$ cat src/decode_pkg.sv
`default_nettype none

package decode_pkg;

	parameter int XLEN       = 32;
	parameter int REG_ADDR_W = 5;

	parameter logic [XLEN-1:0] DEFAULT_RESET_VECTOR = 32'h0000_0000;

	// ------------------------------
	// major opcode, instruction bits 6:2
	// ------------------------------
	typedef enum logic [4:0] {
		OPC_LOAD     = 5'b00000,
		OPC_MISC_MEM = 5'b00011,
		OPC_OP_IMM   = 5'b00100,
		OPC_AUIPC    = 5'b00101,
		OPC_STORE    = 5'b01000,
		OPC_OP       = 5'b01100,
		OPC_LUI      = 5'b01101,
		OPC_BRANCH   = 5'b11000,
		OPC_JALR     = 5'b11001,
		OPC_JAL      = 5'b11011,
		OPC_SYSTEM   = 5'b11100
	} opcode_e;

	// ------------------------------
	// execute stage controls
	// ------------------------------
	typedef enum logic [3:0] {
		ALU_ADD, ALU_SUB, ALU_SLL, ALU_LT, ALU_LTU, ALU_XOR,
		ALU_SRL, ALU_SRA, ALU_OR, ALU_AND, ALU_RS2, ALU_MULDIV
	} alu_op_e;

	typedef enum logic {SRC_A_RS1, SRC_A_PC} alu_src_a_e;

	typedef enum logic {SRC_B_RS2, SRC_B_IMM} alu_src_b_e;

	typedef enum logic [3:0] {
		MEM_NONE, MEM_LB, MEM_LH, MEM_LW, MEM_LBU, MEM_LHU,
		MEM_SB, MEM_SH, MEM_SW
	} mem_op_e;

	// order follows funct3 of the M extension
	typedef enum logic [2:0] {
		MUL_MUL, MUL_MULH, MUL_MULHSU, MUL_MULHU,
		MUL_DIV, MUL_DIVU, MUL_REM, MUL_REMU
	} mul_op_e;

	typedef enum logic [1:0] {BCOND_NEVER, BCOND_ALWAYS, BCOND_ZERO, BCOND_NZERO} branch_cond_e;

	typedef enum logic [1:0] {CSR_W, CSR_S, CSR_C} csr_wtype_e;

	typedef enum logic [2:0] {
		EXC_NONE, EXC_INSTR_ILLEGAL, EXC_INSTR_FAULT, EXC_ECALL_M,
		EXC_ECALL_U, EXC_EBREAK, EXC_MRET, EXC_REFETCH
	} except_e;

endpackage

`default_nettype wire

$ cat src/decode_cfg.sv
`timescale 1ns/1ps
`default_nettype none

module decode_cfg (
	input  logic clk,
	input  logic rst_n,
	input  logic cfg_req_i,
	input  logic cfg_m_mode_i,
	input  logic cfg_trap_wfi_i,
	output logic cfg_ack_o,
	output logic m_mode_o,
	output logic trap_wfi_o
);

	logic capture;

	// a request seen while ack is still low is the opening phase of a write
	assign capture = cfg_req_i && !cfg_ack_o;

	// ------------------------------
	// four-phase write port
	// ------------------------------
	always_ff @(posedge clk or negedge rst_n) begin
		if (!rst_n) begin
			cfg_ack_o <= 1'b0;
		end else begin
			// ack follows the request one edge later in both directions
			cfg_ack_o <= cfg_req_i;
		end
	end

	// core comes out of reset in M mode with wfi allowed
	always_ff @(posedge clk or negedge rst_n) begin
		if (!rst_n) begin
			m_mode_o   <= 1'b1;
			trap_wfi_o <= 1'b0;
		end else if (capture) begin
			m_mode_o   <= cfg_m_mode_i;
			trap_wfi_o <= cfg_trap_wfi_i;
		end
	end

endmodule

`default_nettype wire

$ cat src/imm_gen.sv
`timescale 1ns/1ps
`default_nettype none

module imm_gen import decode_pkg::*; (
	input  logic [XLEN-1:0] instr_i,
	output logic [XLEN-1:0] imm_i_o,
	output logic [XLEN-1:0] imm_u_o,
	output logic [XLEN-1:0] addr_offs_o
);

	logic [XLEN-1:0] imm_s;
	logic [XLEN-1:0] imm_b;
	logic [XLEN-1:0] imm_j;
	opcode_e         opcode;

	assign opcode = opcode_e'(instr_i[6:2]);

	// all formats take their sign from bit 31
	assign imm_i_o = {{(XLEN-11){instr_i[31]}}, instr_i[30:20]};
	assign imm_s   = {{(XLEN-11){instr_i[31]}}, instr_i[30:25], instr_i[11:7]};
	assign imm_b   = {{(XLEN-12){instr_i[31]}}, instr_i[7], instr_i[30:25],
		instr_i[11:8], 1'b0};
	assign imm_u_o = {instr_i[31:12], 12'h000};
	assign imm_j   = {{(XLEN-20){instr_i[31]}}, instr_i[19:12], instr_i[20],
		instr_i[30:21], 1'b0};

	// ------------------------------
	// address offset for the AGU
	// ------------------------------
	always_comb begin
		case (opcode)
			OPC_JAL:    addr_offs_o = imm_j;
			OPC_BRANCH: addr_offs_o = imm_b;
			OPC_STORE:  addr_offs_o = imm_s;
			OPC_JALR:   addr_offs_o = imm_i_o;
			OPC_LOAD:   addr_offs_o = imm_i_o;
			default:    addr_offs_o = '0;
		endcase
	end

endmodule

`default_nettype wire

$ cat src/instr_decoder.sv
`timescale 1ns/1ps
`default_nettype none

module instr_decoder import decode_pkg::*; #(
	parameter bit EXTENSION_M = 1'b1,
	parameter bit U_MODE      = 1'b0
) (
	input  logic [XLEN-1:0]       instr_i,
	input  logic                  instr_vld_i,
	input  logic                  instr_err_i,
	input  logic                  starved_i,
	input  logic                  m_mode_i,
	input  logic                  trap_wfi_i,
	input  logic [XLEN-1:0]       imm_i_i,
	input  logic [XLEN-1:0]       imm_u_i,
	output logic [REG_ADDR_W-1:0] rs1_o,
	output logic [REG_ADDR_W-1:0] rs2_o,
	output logic [REG_ADDR_W-1:0] rd_o,
	output logic [XLEN-1:0]       imm_o,
	output alu_src_a_e            alu_src_a_o,
	output alu_src_b_e            alu_src_b_o,
	output alu_op_e               alu_op_o,
	output mem_op_e               mem_op_o,
	output mul_op_e               mul_op_o,
	output branch_cond_e          branch_cond_o,
	output logic                  addr_is_regoffs_o,
	output logic                  csr_ren_o,
	output logic                  csr_wen_o,
	output csr_wtype_e            csr_wtype_o,
	output logic                  csr_w_imm_o,
	output except_e               except_o,
	output logic                  sleep_wfi_o,
	output logic                  fence_i_o
);

	localparam logic [REG_ADDR_W-1:0] X0 = '0;

	logic [2:0]            funct3;
	logic [6:0]            funct7;
	opcode_e               opcode;
	logic                  invalid;
	logic                  bus_fault;
	logic [REG_ADDR_W-1:0] raw_rs1;
	logic [REG_ADDR_W-1:0] raw_rs2;
	logic [REG_ADDR_W-1:0] raw_rd;
	mem_op_e               raw_mem_op;
	branch_cond_e          raw_branch_cond;
	logic                  raw_csr_ren;
	logic                  raw_csr_wen;
	except_e               raw_except;
	logic                  raw_sleep_wfi;

	assign funct3    = instr_i[14:12];
	assign funct7    = instr_i[31:25];
	assign opcode    = opcode_e'(instr_i[6:2]);
	assign bus_fault = instr_vld_i && instr_err_i;

	// alt selects SUB over ADD and SRA over SRL
	function automatic alu_op_e base_alu_op(input logic [2:0] f3, input logic alt);
		alu_op_e op;
		case (f3)
			3'b000:  op = alt ? ALU_SUB : ALU_ADD;
			3'b001:  op = ALU_SLL;
			3'b010:  op = ALU_LT;
			3'b011:  op = ALU_LTU;
			3'b100:  op = ALU_XOR;
			3'b101:  op = alt ? ALU_SRA : ALU_SRL;
			3'b110:  op = ALU_OR;
			default: op = ALU_AND;
		endcase
		return op;
	endfunction

	// ------------------------------
	// raw decode table
	// ------------------------------
	always_comb begin
		raw_rs1           = instr_i[19:15];
		raw_rs2           = instr_i[24:20];
		raw_rd            = instr_i[11:7];
		imm_o             = imm_i_i;
		alu_src_a_o       = SRC_A_RS1;
		alu_src_b_o       = SRC_B_RS2;
		alu_op_o          = ALU_ADD;
		raw_mem_op        = MEM_NONE;
		mul_op_o          = MUL_MUL;
		raw_branch_cond   = BCOND_NEVER;
		addr_is_regoffs_o = 1'b0;
		raw_csr_ren       = 1'b0;
		raw_csr_wen       = 1'b0;
		csr_wtype_o       = CSR_W;
		csr_w_imm_o       = 1'b0;
		raw_except        = EXC_NONE;
		raw_sleep_wfi     = 1'b0;
		fence_i_o         = 1'b0;
		// only 32-bit encodings are accepted
		invalid           = instr_i[1:0] != 2'b11;

		case (opcode)
			OPC_LUI, OPC_AUIPC: begin
				alu_op_o    = opcode == OPC_LUI ? ALU_RS2 : ALU_ADD;
				alu_src_a_o = opcode == OPC_LUI ? SRC_A_RS1 : SRC_A_PC;
				alu_src_b_o = SRC_B_IMM;
				imm_o       = imm_u_i;
				raw_rs1     = X0;
				raw_rs2     = X0;
			end
			OPC_JAL, OPC_JALR: begin
				// the ALU produces the link value PC+4
				invalid           = invalid || (opcode == OPC_JALR && funct3 != 3'b000);
				raw_branch_cond   = BCOND_ALWAYS;
				addr_is_regoffs_o = opcode == OPC_JALR;
				alu_src_a_o       = SRC_A_PC;
				alu_src_b_o       = SRC_B_IMM;
				imm_o             = 32'h0000_0004;
				raw_rs2           = X0;
				if (opcode == OPC_JAL) begin
					raw_rs1 = X0;
				end
			end
			OPC_BRANCH: begin
				invalid  = invalid || funct3[2:1] == 2'b01;
				raw_rd   = X0;
				alu_op_o = !funct3[2] ? ALU_SUB : (funct3[1] ? ALU_LTU : ALU_LT);
				// BEQ/BGE/BGEU take on a zero result, the rest on nonzero
				raw_branch_cond = funct3[0] == funct3[2] ? BCOND_ZERO : BCOND_NZERO;
			end
			OPC_LOAD: begin
				addr_is_regoffs_o = 1'b1;
				raw_rs2           = X0;
				case (funct3)
					3'b000:  raw_mem_op = MEM_LB;
					3'b001:  raw_mem_op = MEM_LH;
					3'b010:  raw_mem_op = MEM_LW;
					3'b100:  raw_mem_op = MEM_LBU;
					3'b101:  raw_mem_op = MEM_LHU;
					default: invalid = 1'b1;
				endcase
			end
			OPC_STORE: begin
				addr_is_regoffs_o = 1'b1;
				alu_op_o          = ALU_RS2;
				raw_rd            = X0;
				case (funct3)
					3'b000:  raw_mem_op = MEM_SB;
					3'b001:  raw_mem_op = MEM_SH;
					3'b010:  raw_mem_op = MEM_SW;
					default: invalid = 1'b1;
				endcase
			end
			OPC_OP_IMM: begin
				alu_op_o    = base_alu_op(funct3, funct3 == 3'b101 && funct7[5]);
				alu_src_b_o = SRC_B_IMM;
				raw_rs2     = X0;
				if (funct3 == 3'b001 && funct7 != 7'h00) begin
					invalid = 1'b1;
				end
				if (funct3 == 3'b101 && funct7 != 7'h00 && funct7 != 7'h20) begin
					invalid = 1'b1;
				end
			end
			OPC_OP: begin
				if (funct7 == 7'h00) begin
					alu_op_o = base_alu_op(funct3, 1'b0);
				end else if (funct7 == 7'h20 && (funct3 == 3'b000 || funct3 == 3'b101)) begin
					alu_op_o = base_alu_op(funct3, 1'b1);
				end else if (funct7 == 7'h01 && EXTENSION_M) begin
					alu_op_o = ALU_MULDIV;
					mul_op_o = mul_op_e'(funct3);
				end else begin
					invalid = 1'b1;
				end
			end
			OPC_MISC_MEM: begin
				if (instr_i == 32'h0000_100f) begin
					fence_i_o  = 1'b1;
					raw_except = EXC_REFETCH;
				end else if (funct3 == 3'b000 && raw_rs1 == X0 && raw_rd == X0) begin
					// plain fence executes as a nop
					raw_rs2 = X0;
				end else begin
					invalid = 1'b1;
				end
			end
			OPC_SYSTEM: begin
				if (funct3 == 3'b000) begin
					raw_rs1 = X0;
					raw_rs2 = X0;
					raw_rd  = X0;
					case (instr_i)
						32'h0000_0073: raw_except = m_mode_i || !U_MODE ? EXC_ECALL_M : EXC_ECALL_U;
						32'h0010_0073: raw_except = EXC_EBREAK;
						32'h3020_0073: begin
							invalid    = invalid || !m_mode_i;
							raw_except = EXC_MRET;
						end
						32'h1050_0073: begin
							invalid       = invalid || trap_wfi_i;
							raw_sleep_wfi = 1'b1;
						end
						default: invalid = 1'b1;
					endcase
				end else begin
					csr_w_imm_o = funct3[2];
					case (funct3[1:0])
						2'b01:   csr_wtype_o = CSR_W;
						2'b10:   csr_wtype_o = CSR_S;
						2'b11:   csr_wtype_o = CSR_C;
						default: invalid = 1'b1;
					endcase
					// a write with x0 as destination has no read side effect
					raw_csr_wen = funct3[1:0] == 2'b01 ? 1'b1 : |raw_rs1;
					raw_csr_ren = funct3[1:0] == 2'b01 ? |raw_rd : 1'b1;
				end
			end
			default: invalid = 1'b1;
		endcase
	end

	// ------------------------------
	// gating on validity and faults
	// ------------------------------
	always_comb begin
		rs1_o         = raw_rs1;
		rs2_o         = raw_rs2;
		rd_o          = raw_rd;
		mem_op_o      = raw_mem_op;
		branch_cond_o = raw_branch_cond;
		csr_ren_o     = raw_csr_ren;
		csr_wen_o     = raw_csr_wen;
		except_o      = raw_except;
		sleep_wfi_o   = raw_sleep_wfi;
		if (invalid || starved_i || bus_fault) begin
			rs1_o         = X0;
			rs2_o         = X0;
			rd_o          = X0;
			mem_op_o      = MEM_NONE;
			branch_cond_o = BCOND_NEVER;
			csr_ren_o     = 1'b0;
			csr_wen_o     = 1'b0;
			except_o      = EXC_NONE;
			sleep_wfi_o   = 1'b0;
			if (bus_fault) begin
				except_o = EXC_INSTR_FAULT;
			end else if (invalid && !starved_i) begin
				except_o = EXC_INSTR_ILLEGAL;
			end
		end
	end

endmodule

`default_nettype wire

$ cat src/pc_ctrl.sv
`timescale 1ns/1ps
`default_nettype none

module pc_ctrl import decode_pkg::*; #(
	parameter logic [XLEN-1:0] RESET_VECTOR = DEFAULT_RESET_VECTOR
) (
	input  logic            clk,
	input  logic            rst_n,
	input  logic            instr_vld_i,
	input  logic            x_stall_i,
	input  logic            jump_now_i,
	input  logic [XLEN-1:0] jump_target_i,
	output logic            instr_use_o,
	output logic            starved_o,
	output logic [XLEN-1:0] pc_o
);

	logic [XLEN-1:0] pc_seq_next;

	// ------------------------------
	// fetch handshake
	// ------------------------------
	assign starved_o   = !instr_vld_i;
	assign instr_use_o = !starved_o && !x_stall_i;

	assign pc_seq_next = pc_o + 32'h0000_0004;

	// ------------------------------
	// PC of the instruction in decode
	// ------------------------------
	always_ff @(posedge clk or negedge rst_n) begin
		if (!rst_n) begin
			pc_o <= RESET_VECTOR;
		end else if (jump_now_i) begin
			// a redirect wins even when decode is stalled
			pc_o <= jump_target_i;
		end else if (instr_use_o) begin
			pc_o <= pc_seq_next;
		end
	end

endmodule

`default_nettype wire

$ cat src/rv_decode_top.sv
`timescale 1ns/1ps
`default_nettype none

module rv_decode_top import decode_pkg::*; #(
	parameter bit              EXTENSION_M  = 1'b1,
	parameter bit              U_MODE       = 1'b1,
	parameter logic [XLEN-1:0] RESET_VECTOR = DEFAULT_RESET_VECTOR
) (
	input  logic                  clk,
	input  logic                  rst_n,
	input  logic [XLEN-1:0]       instr_i,
	input  logic                  instr_vld_i,
	input  logic                  instr_err_i,
	output logic                  instr_use_o,
	output logic [XLEN-1:0]       pc_o,
	input  logic                  x_stall_i,
	input  logic                  jump_now_i,
	input  logic [XLEN-1:0]       jump_target_i,
	input  logic                  cfg_req_i,
	input  logic                  cfg_m_mode_i,
	input  logic                  cfg_trap_wfi_i,
	output logic                  cfg_ack_o,
	output logic [REG_ADDR_W-1:0] rs1_o,
	output logic [REG_ADDR_W-1:0] rs2_o,
	output logic [REG_ADDR_W-1:0] rd_o,
	output logic [XLEN-1:0]       imm_o,
	output alu_src_a_e            alu_src_a_o,
	output alu_src_b_e            alu_src_b_o,
	output alu_op_e               alu_op_o,
	output mem_op_e               mem_op_o,
	output mul_op_e               mul_op_o,
	output branch_cond_e          branch_cond_o,
	output logic [XLEN-1:0]       addr_offs_o,
	output logic                  addr_is_regoffs_o,
	output logic                  csr_ren_o,
	output logic                  csr_wen_o,
	output csr_wtype_e            csr_wtype_o,
	output logic                  csr_w_imm_o,
	output except_e               except_o,
	output logic                  sleep_wfi_o,
	output logic                  fence_i_o
);

	logic            m_mode;
	logic            trap_wfi;
	logic            starved;
	logic [XLEN-1:0] imm_i;
	logic [XLEN-1:0] imm_u;

	decode_cfg u_cfg (
		.clk            (clk),
		.rst_n          (rst_n),
		.cfg_req_i      (cfg_req_i),
		.cfg_m_mode_i   (cfg_m_mode_i),
		.cfg_trap_wfi_i (cfg_trap_wfi_i),
		.cfg_ack_o      (cfg_ack_o),
		.m_mode_o       (m_mode),
		.trap_wfi_o     (trap_wfi)
	);

	imm_gen u_imm_gen (
		.instr_i     (instr_i),
		.imm_i_o     (imm_i),
		.imm_u_o     (imm_u),
		.addr_offs_o (addr_offs_o)
	);

	instr_decoder #(
		.EXTENSION_M (EXTENSION_M),
		.U_MODE      (U_MODE)
	) u_decoder (
		.instr_i           (instr_i),
		.instr_vld_i       (instr_vld_i),
		.instr_err_i       (instr_err_i),
		.starved_i         (starved),
		.m_mode_i          (m_mode),
		.trap_wfi_i        (trap_wfi),
		.imm_i_i           (imm_i),
		.imm_u_i           (imm_u),
		.rs1_o             (rs1_o),
		.rs2_o             (rs2_o),
		.rd_o              (rd_o),
		.imm_o             (imm_o),
		.alu_src_a_o       (alu_src_a_o),
		.alu_src_b_o       (alu_src_b_o),
		.alu_op_o          (alu_op_o),
		.mem_op_o          (mem_op_o),
		.mul_op_o          (mul_op_o),
		.branch_cond_o     (branch_cond_o),
		.addr_is_regoffs_o (addr_is_regoffs_o),
		.csr_ren_o         (csr_ren_o),
		.csr_wen_o         (csr_wen_o),
		.csr_wtype_o       (csr_wtype_o),
		.csr_w_imm_o       (csr_w_imm_o),
		.except_o          (except_o),
		.sleep_wfi_o       (sleep_wfi_o),
		.fence_i_o         (fence_i_o)
	);

	pc_ctrl #(
		.RESET_VECTOR (RESET_VECTOR)
	) u_pc_ctrl (
		.clk           (clk),
		.rst_n         (rst_n),
		.instr_vld_i   (instr_vld_i),
		.x_stall_i     (x_stall_i),
		.jump_now_i    (jump_now_i),
		.jump_target_i (jump_target_i),
		.instr_use_o   (instr_use_o),
		.starved_o     (starved),
		.pc_o          (pc_o)
	);

endmodule

`default_nettype wire

$ cat config.mk
export PLATFORM = sky130hd
export DESIGN_NAME = rv_decode_top
export DESIGN_NICKNAME = d
export VERILOG_FILES = /design/src/decode_pkg.sv /design/src/decode_cfg.sv /design/src/imm_gen.sv /design/src/instr_decoder.sv /design/src/pc_ctrl.sv /design/src/rv_decode_top.sv
export SDC_FILE = /design/constraint.sdc
export NUM_CORES = 1
export LEC_CHECK = 0
export ABC_CLOCK_PERIOD_IN_PS = 3600
export BUFFER_PORTS_ARGS = -buffer_cell sky130_fd_sc_hd__buf_2
export CORE_MARGIN = 2
export CORE_UTILIZATION = 48
export DETAILED_ROUTE_END_ITERATION = 12
export PLACE_DENSITY = 0.83
export SETUP_SLACK_MARGIN = 0.15
export SYNTH_ARGS = -nofsm -noshare
export SYNTH_HDL_FRONTEND = slang
export SYNTH_HIERARCHICAL = 1
export SYNTH_SLANG_ARGS = --single-unit
$ cat constraint.sdc
create_clock -name clk -period 3.6 [get_ports clk]
set_input_delay 0.72 -clock clk [delete_from_list [all_inputs] [get_ports clk]]
set_output_delay 0.72 -clock clk [all_outputs]
set_load 0.01 [all_outputs]
==> metrics.log <==
[metrics] Congestion Overflow GR: 0
[metrics] post-synthesis xor/xnor area fraction: 6.45%
[metrics] clock root cell: clkbuf_8
[metrics] TritonCTS clock tree: done
[metrics] simple-gate share of the synthesized area: 36.5%
[metrics] main flop type after synthesis: dfrtp_1
[metrics] IO Pins: 212
[metrics] final number of max-transition violations: 0
[metrics] Max Cap Violations: 0
[metrics] asr flop ratio synth: 100%
[metrics] port bufs: 211
[metrics] required time of the critical path: 2.88 ns
[metrics] cell types occupying the most area after synthesis: dfrtp_1, buf_4, nand2_1
[metrics] Inst Count DP: 904
[metrics] Netlist Area Pre-Place: 4480 um^2
[metrics] critical path's largest stage delay: 0.38 ns
[metrics] count of distinct cell types in the synthesized netlist: 76
[metrics] most frequent cell after synthesis: nand2_1
[metrics] maximum number of pins on one net before global-route repair: 62
[metrics] period utilization: 100%
[metrics] commonest cells in the netlist: nand2_1, buf_4, o21ai_0, dfrtp_1, nor3_1
[metrics] source-to-sink clock delay at the later pin of the worst-skew pair: 0.29 ns
[metrics] Clock transition at path regs: 0.07 ns
[metrics] fraction of synthesized area in multiplexers: 2.09%
[metrics] number of nets still failing antenna checks after routing: 0
[metrics] path category of the worst min-delay check: primary input to async pin
[metrics] initial antenna violation count: 0
[metrics] NumNets Final: 884
[metrics] Die Footprint: 10100 um^2
[metrics] total iterations of the first detailed-routing run: 6
[metrics] leakage power of the design: 2.92 nW
[metrics] crit path launch type: primary input
[metrics] number of global-route vias before repair: 4530
[metrics] final hold violations: 0
[metrics] Crit-path slowest cell: nor4b_1
[metrics] area share of the largest cell type after synthesis: 19.0%
[metrics] worst-case vdd ir drop: 0.000283 V
[metrics] core outline area: 9150 um^2
[metrics] via/cell ratio: 5.76
[metrics] height of the chip: 101 um
[metrics] Inserted Diodes: 0
[metrics] final clock skew: 0.00547 ns
[metrics] wire length of the first global-routing pass: 22000 um
[metrics] setup repair after global routing missed its margin: yes
[metrics] Hold Slack: 0.502 ns
[metrics] startpoint-to-endpoint class of the critical path: primary input to output port
[metrics] CP endpoint kind: output port
[metrics] shortest clock period the worst path allows after layout: 3.60 ns
[metrics] FF+latch area: 877 um^2
[metrics] adder-cell share of the synthesized area: 0.279%
[metrics] worst slew margin relative to its limit: 39.8%
[metrics] Pwr per Cell Area: 218 nW/um^2
[metrics] routed length per placed instance: 16.7 um
[metrics] register bit total from synthesis: 35
[metrics] Synth Area in Compound Gates: 17.7%
[metrics] area occupied by multi-input gates: 3120 um^2
[metrics] final wirelength: 15400 um
[metrics] Die X: 101 um
[metrics] total CTS buffers: 5
[metrics] number of cell rows: 35
[metrics] number of fill cells in the layout: 835
[metrics] clk sinks: 35
[metrics] layout cells sized above 1: 42.2%
[metrics] number of flops mapped to enable cells by yosys: 0
[metrics] Buffers & Inverters on Critical Path: 4
[metrics] minimum setup slack in the final design: -0.000795 ns
[metrics] status: finished with violations
[metrics] violated checks: negative setup slack
[metrics] Starting Density: 48.9%
[metrics] routed vias: 5314
[metrics] Yosys warnings: 6
[metrics] sequential share of the synthesized area: 19.6%
[metrics] DRC violations left: 0
[metrics] Power, Total: 1.28 mW
[metrics] arrival time of data at the critical path endpoint: 2.88 ns
[metrics] combinational family with the most area after synthesis: simple AND/OR/NAND/NOR gates
[metrics] cells after synthesis: 633
[metrics] clk buf depth: 2
[metrics] Crit Path Max Fanout: 8
[metrics] final setup violation count: 1
[metrics] first-iteration detailed-routing DRC count: 257
[metrics] largest area contributor in the synthesized netlist: dfrtp_1
[metrics] HPWL reported at the end of detailed placement: 11300 um
[metrics] number of non-filler instances in the completed layout: 922
[metrics] gp weighted congestion: 0.961
[metrics] worst slew pin tran: 0.902 ns
[metrics] Peak Freq: 278 MHz
[metrics] area growth from synthesis to final layout: 30.8%
[metrics] GRT Total Usage: 27.1%
[metrics] family with the most delay on the worst path: simple AND/OR/NAND/NOR gates
[metrics] cell chain of the critical path: buf_2 > nand2_1 > buf_4 > nor4b_1 > o21ai_0 > a31oi_2 > buf_4 > nand3b_1 > nor3_1 > buf_2
[metrics] CTS H-tree depth: 2
[metrics] post-synthesis area per instance: 7.08 um^2
[metrics] Place WS: -0.0270 ns
-- repair_timing --
item | CTS | global route
pin swaps | 5 | 9
gates resized for setup | 17 | 39
hold buffers | 0 | 0
gates cloned | 0 | 3
setup buffers | 4 | 3
endpoints found under the setup margin | 26 | 28
-- through the flow --
stage               cell area, um^2   TNS [ns]  utilization, %
floorplan                      4520          0               -
global placement               5360   -0.00953            58.6
detailed placement             5360    -0.0270            58.6
CTS                            5570          0            60.8
global route                   5860     -0.175            64.0
finish                         5860  -0.000795            64.0
-- power breakdown --
group | leakage [nW] | switching [mW] | total (mW) | internal, mW
clock network | 0.0477 | 0.144 | 0.277 | 0.132
registers | 0.422 | 0.0491 | 0.481 | 0.432
logic | 2.45 | 0.299 | 0.518 | 0.219
total | 2.92 | 0.493 | 1.28 | 0.783
-- logic make-up (layout without fill, tap and decap cells) --
logic type               after synthesis  in the layout
flip-flops                            35             35
XOR/XNOR                              33             33
AO/OA/AOI/OAI                        129            129
buffers and inverters                119            286
multiplexers                           8              8
adder cells (fa/ha/maj)                1              1
AND/OR/NAND/NOR                      307            307
other                                  1             12
-- cell usage in the layout, fill, tap and decap left out, drive strengths merged, types with 4 or more instances in the layout --
cell / n
clkbuf: 7
a31oi: 5
and3: 12
o21ai: 69
nor2b: 6
nor3: 34
a22o: 4
nand3b: 6
and4: 6
nor2: 25
nand4: 18
nor3b: 4
and2: 11
buf: 268
nor4: 9
mux2: 5
nand2: 122
nand3: 31
xnor2: 9
inv: 8
nor4b: 5
conb: 12
a21o: 10
dfrtp: 34
a21oi: 17
xor2: 24
-- area by class of cell --
cell class | count | area share (%)
timing repair buffer | 270 | 27.4
clock inverter | 3 | 0.256
multi-input combinational | 490 | 53.3
inverter | 8 | 0.512
sequential | 35 | 15.0
tap | 111 | 2.37
clock buffer | 5 | 1.17
-- state kept, by name (all words and copies together), names as in the netlist --
signal,count
u_cfg/trap_wfi_o,1
u_cfg/m_mode_o,1
u_pc_ctrl/pc_o,32
u_cfg/cfg_ack_o,1
-- final timing paths --
kind	from	endpoint	slack [ns]	cells past startpoint
setup reg to reg	u_pc_ctrl/pc_o[12]	u_pc_ctrl/pc_o[24]	1.62	5
setup / recovery	instr_i[1]	rs2_o[2]	-0.0008	10
hold reg to reg	u_pc_ctrl/pc_o[1]	u_pc_ctrl/pc_o[1]	0.53	1
hold / removal	rst_n	u_pc_ctrl/pc_o[30]	0.50	1
min in group clk	u_pc_ctrl/pc_o[1]	u_pc_ctrl/pc_o[1]	0.53	1
max in group asynchronous	rst_n	u_pc_ctrl/pc_o[6]	2.61	1
-- per-layer routing --
layer,track usage [%],wire (um)
met5,0,0
met3,4.65,1560
met1,29.7,5370
met2,49.7,7710
met4,13.9,774
Power figures use the tool's default switching activity.
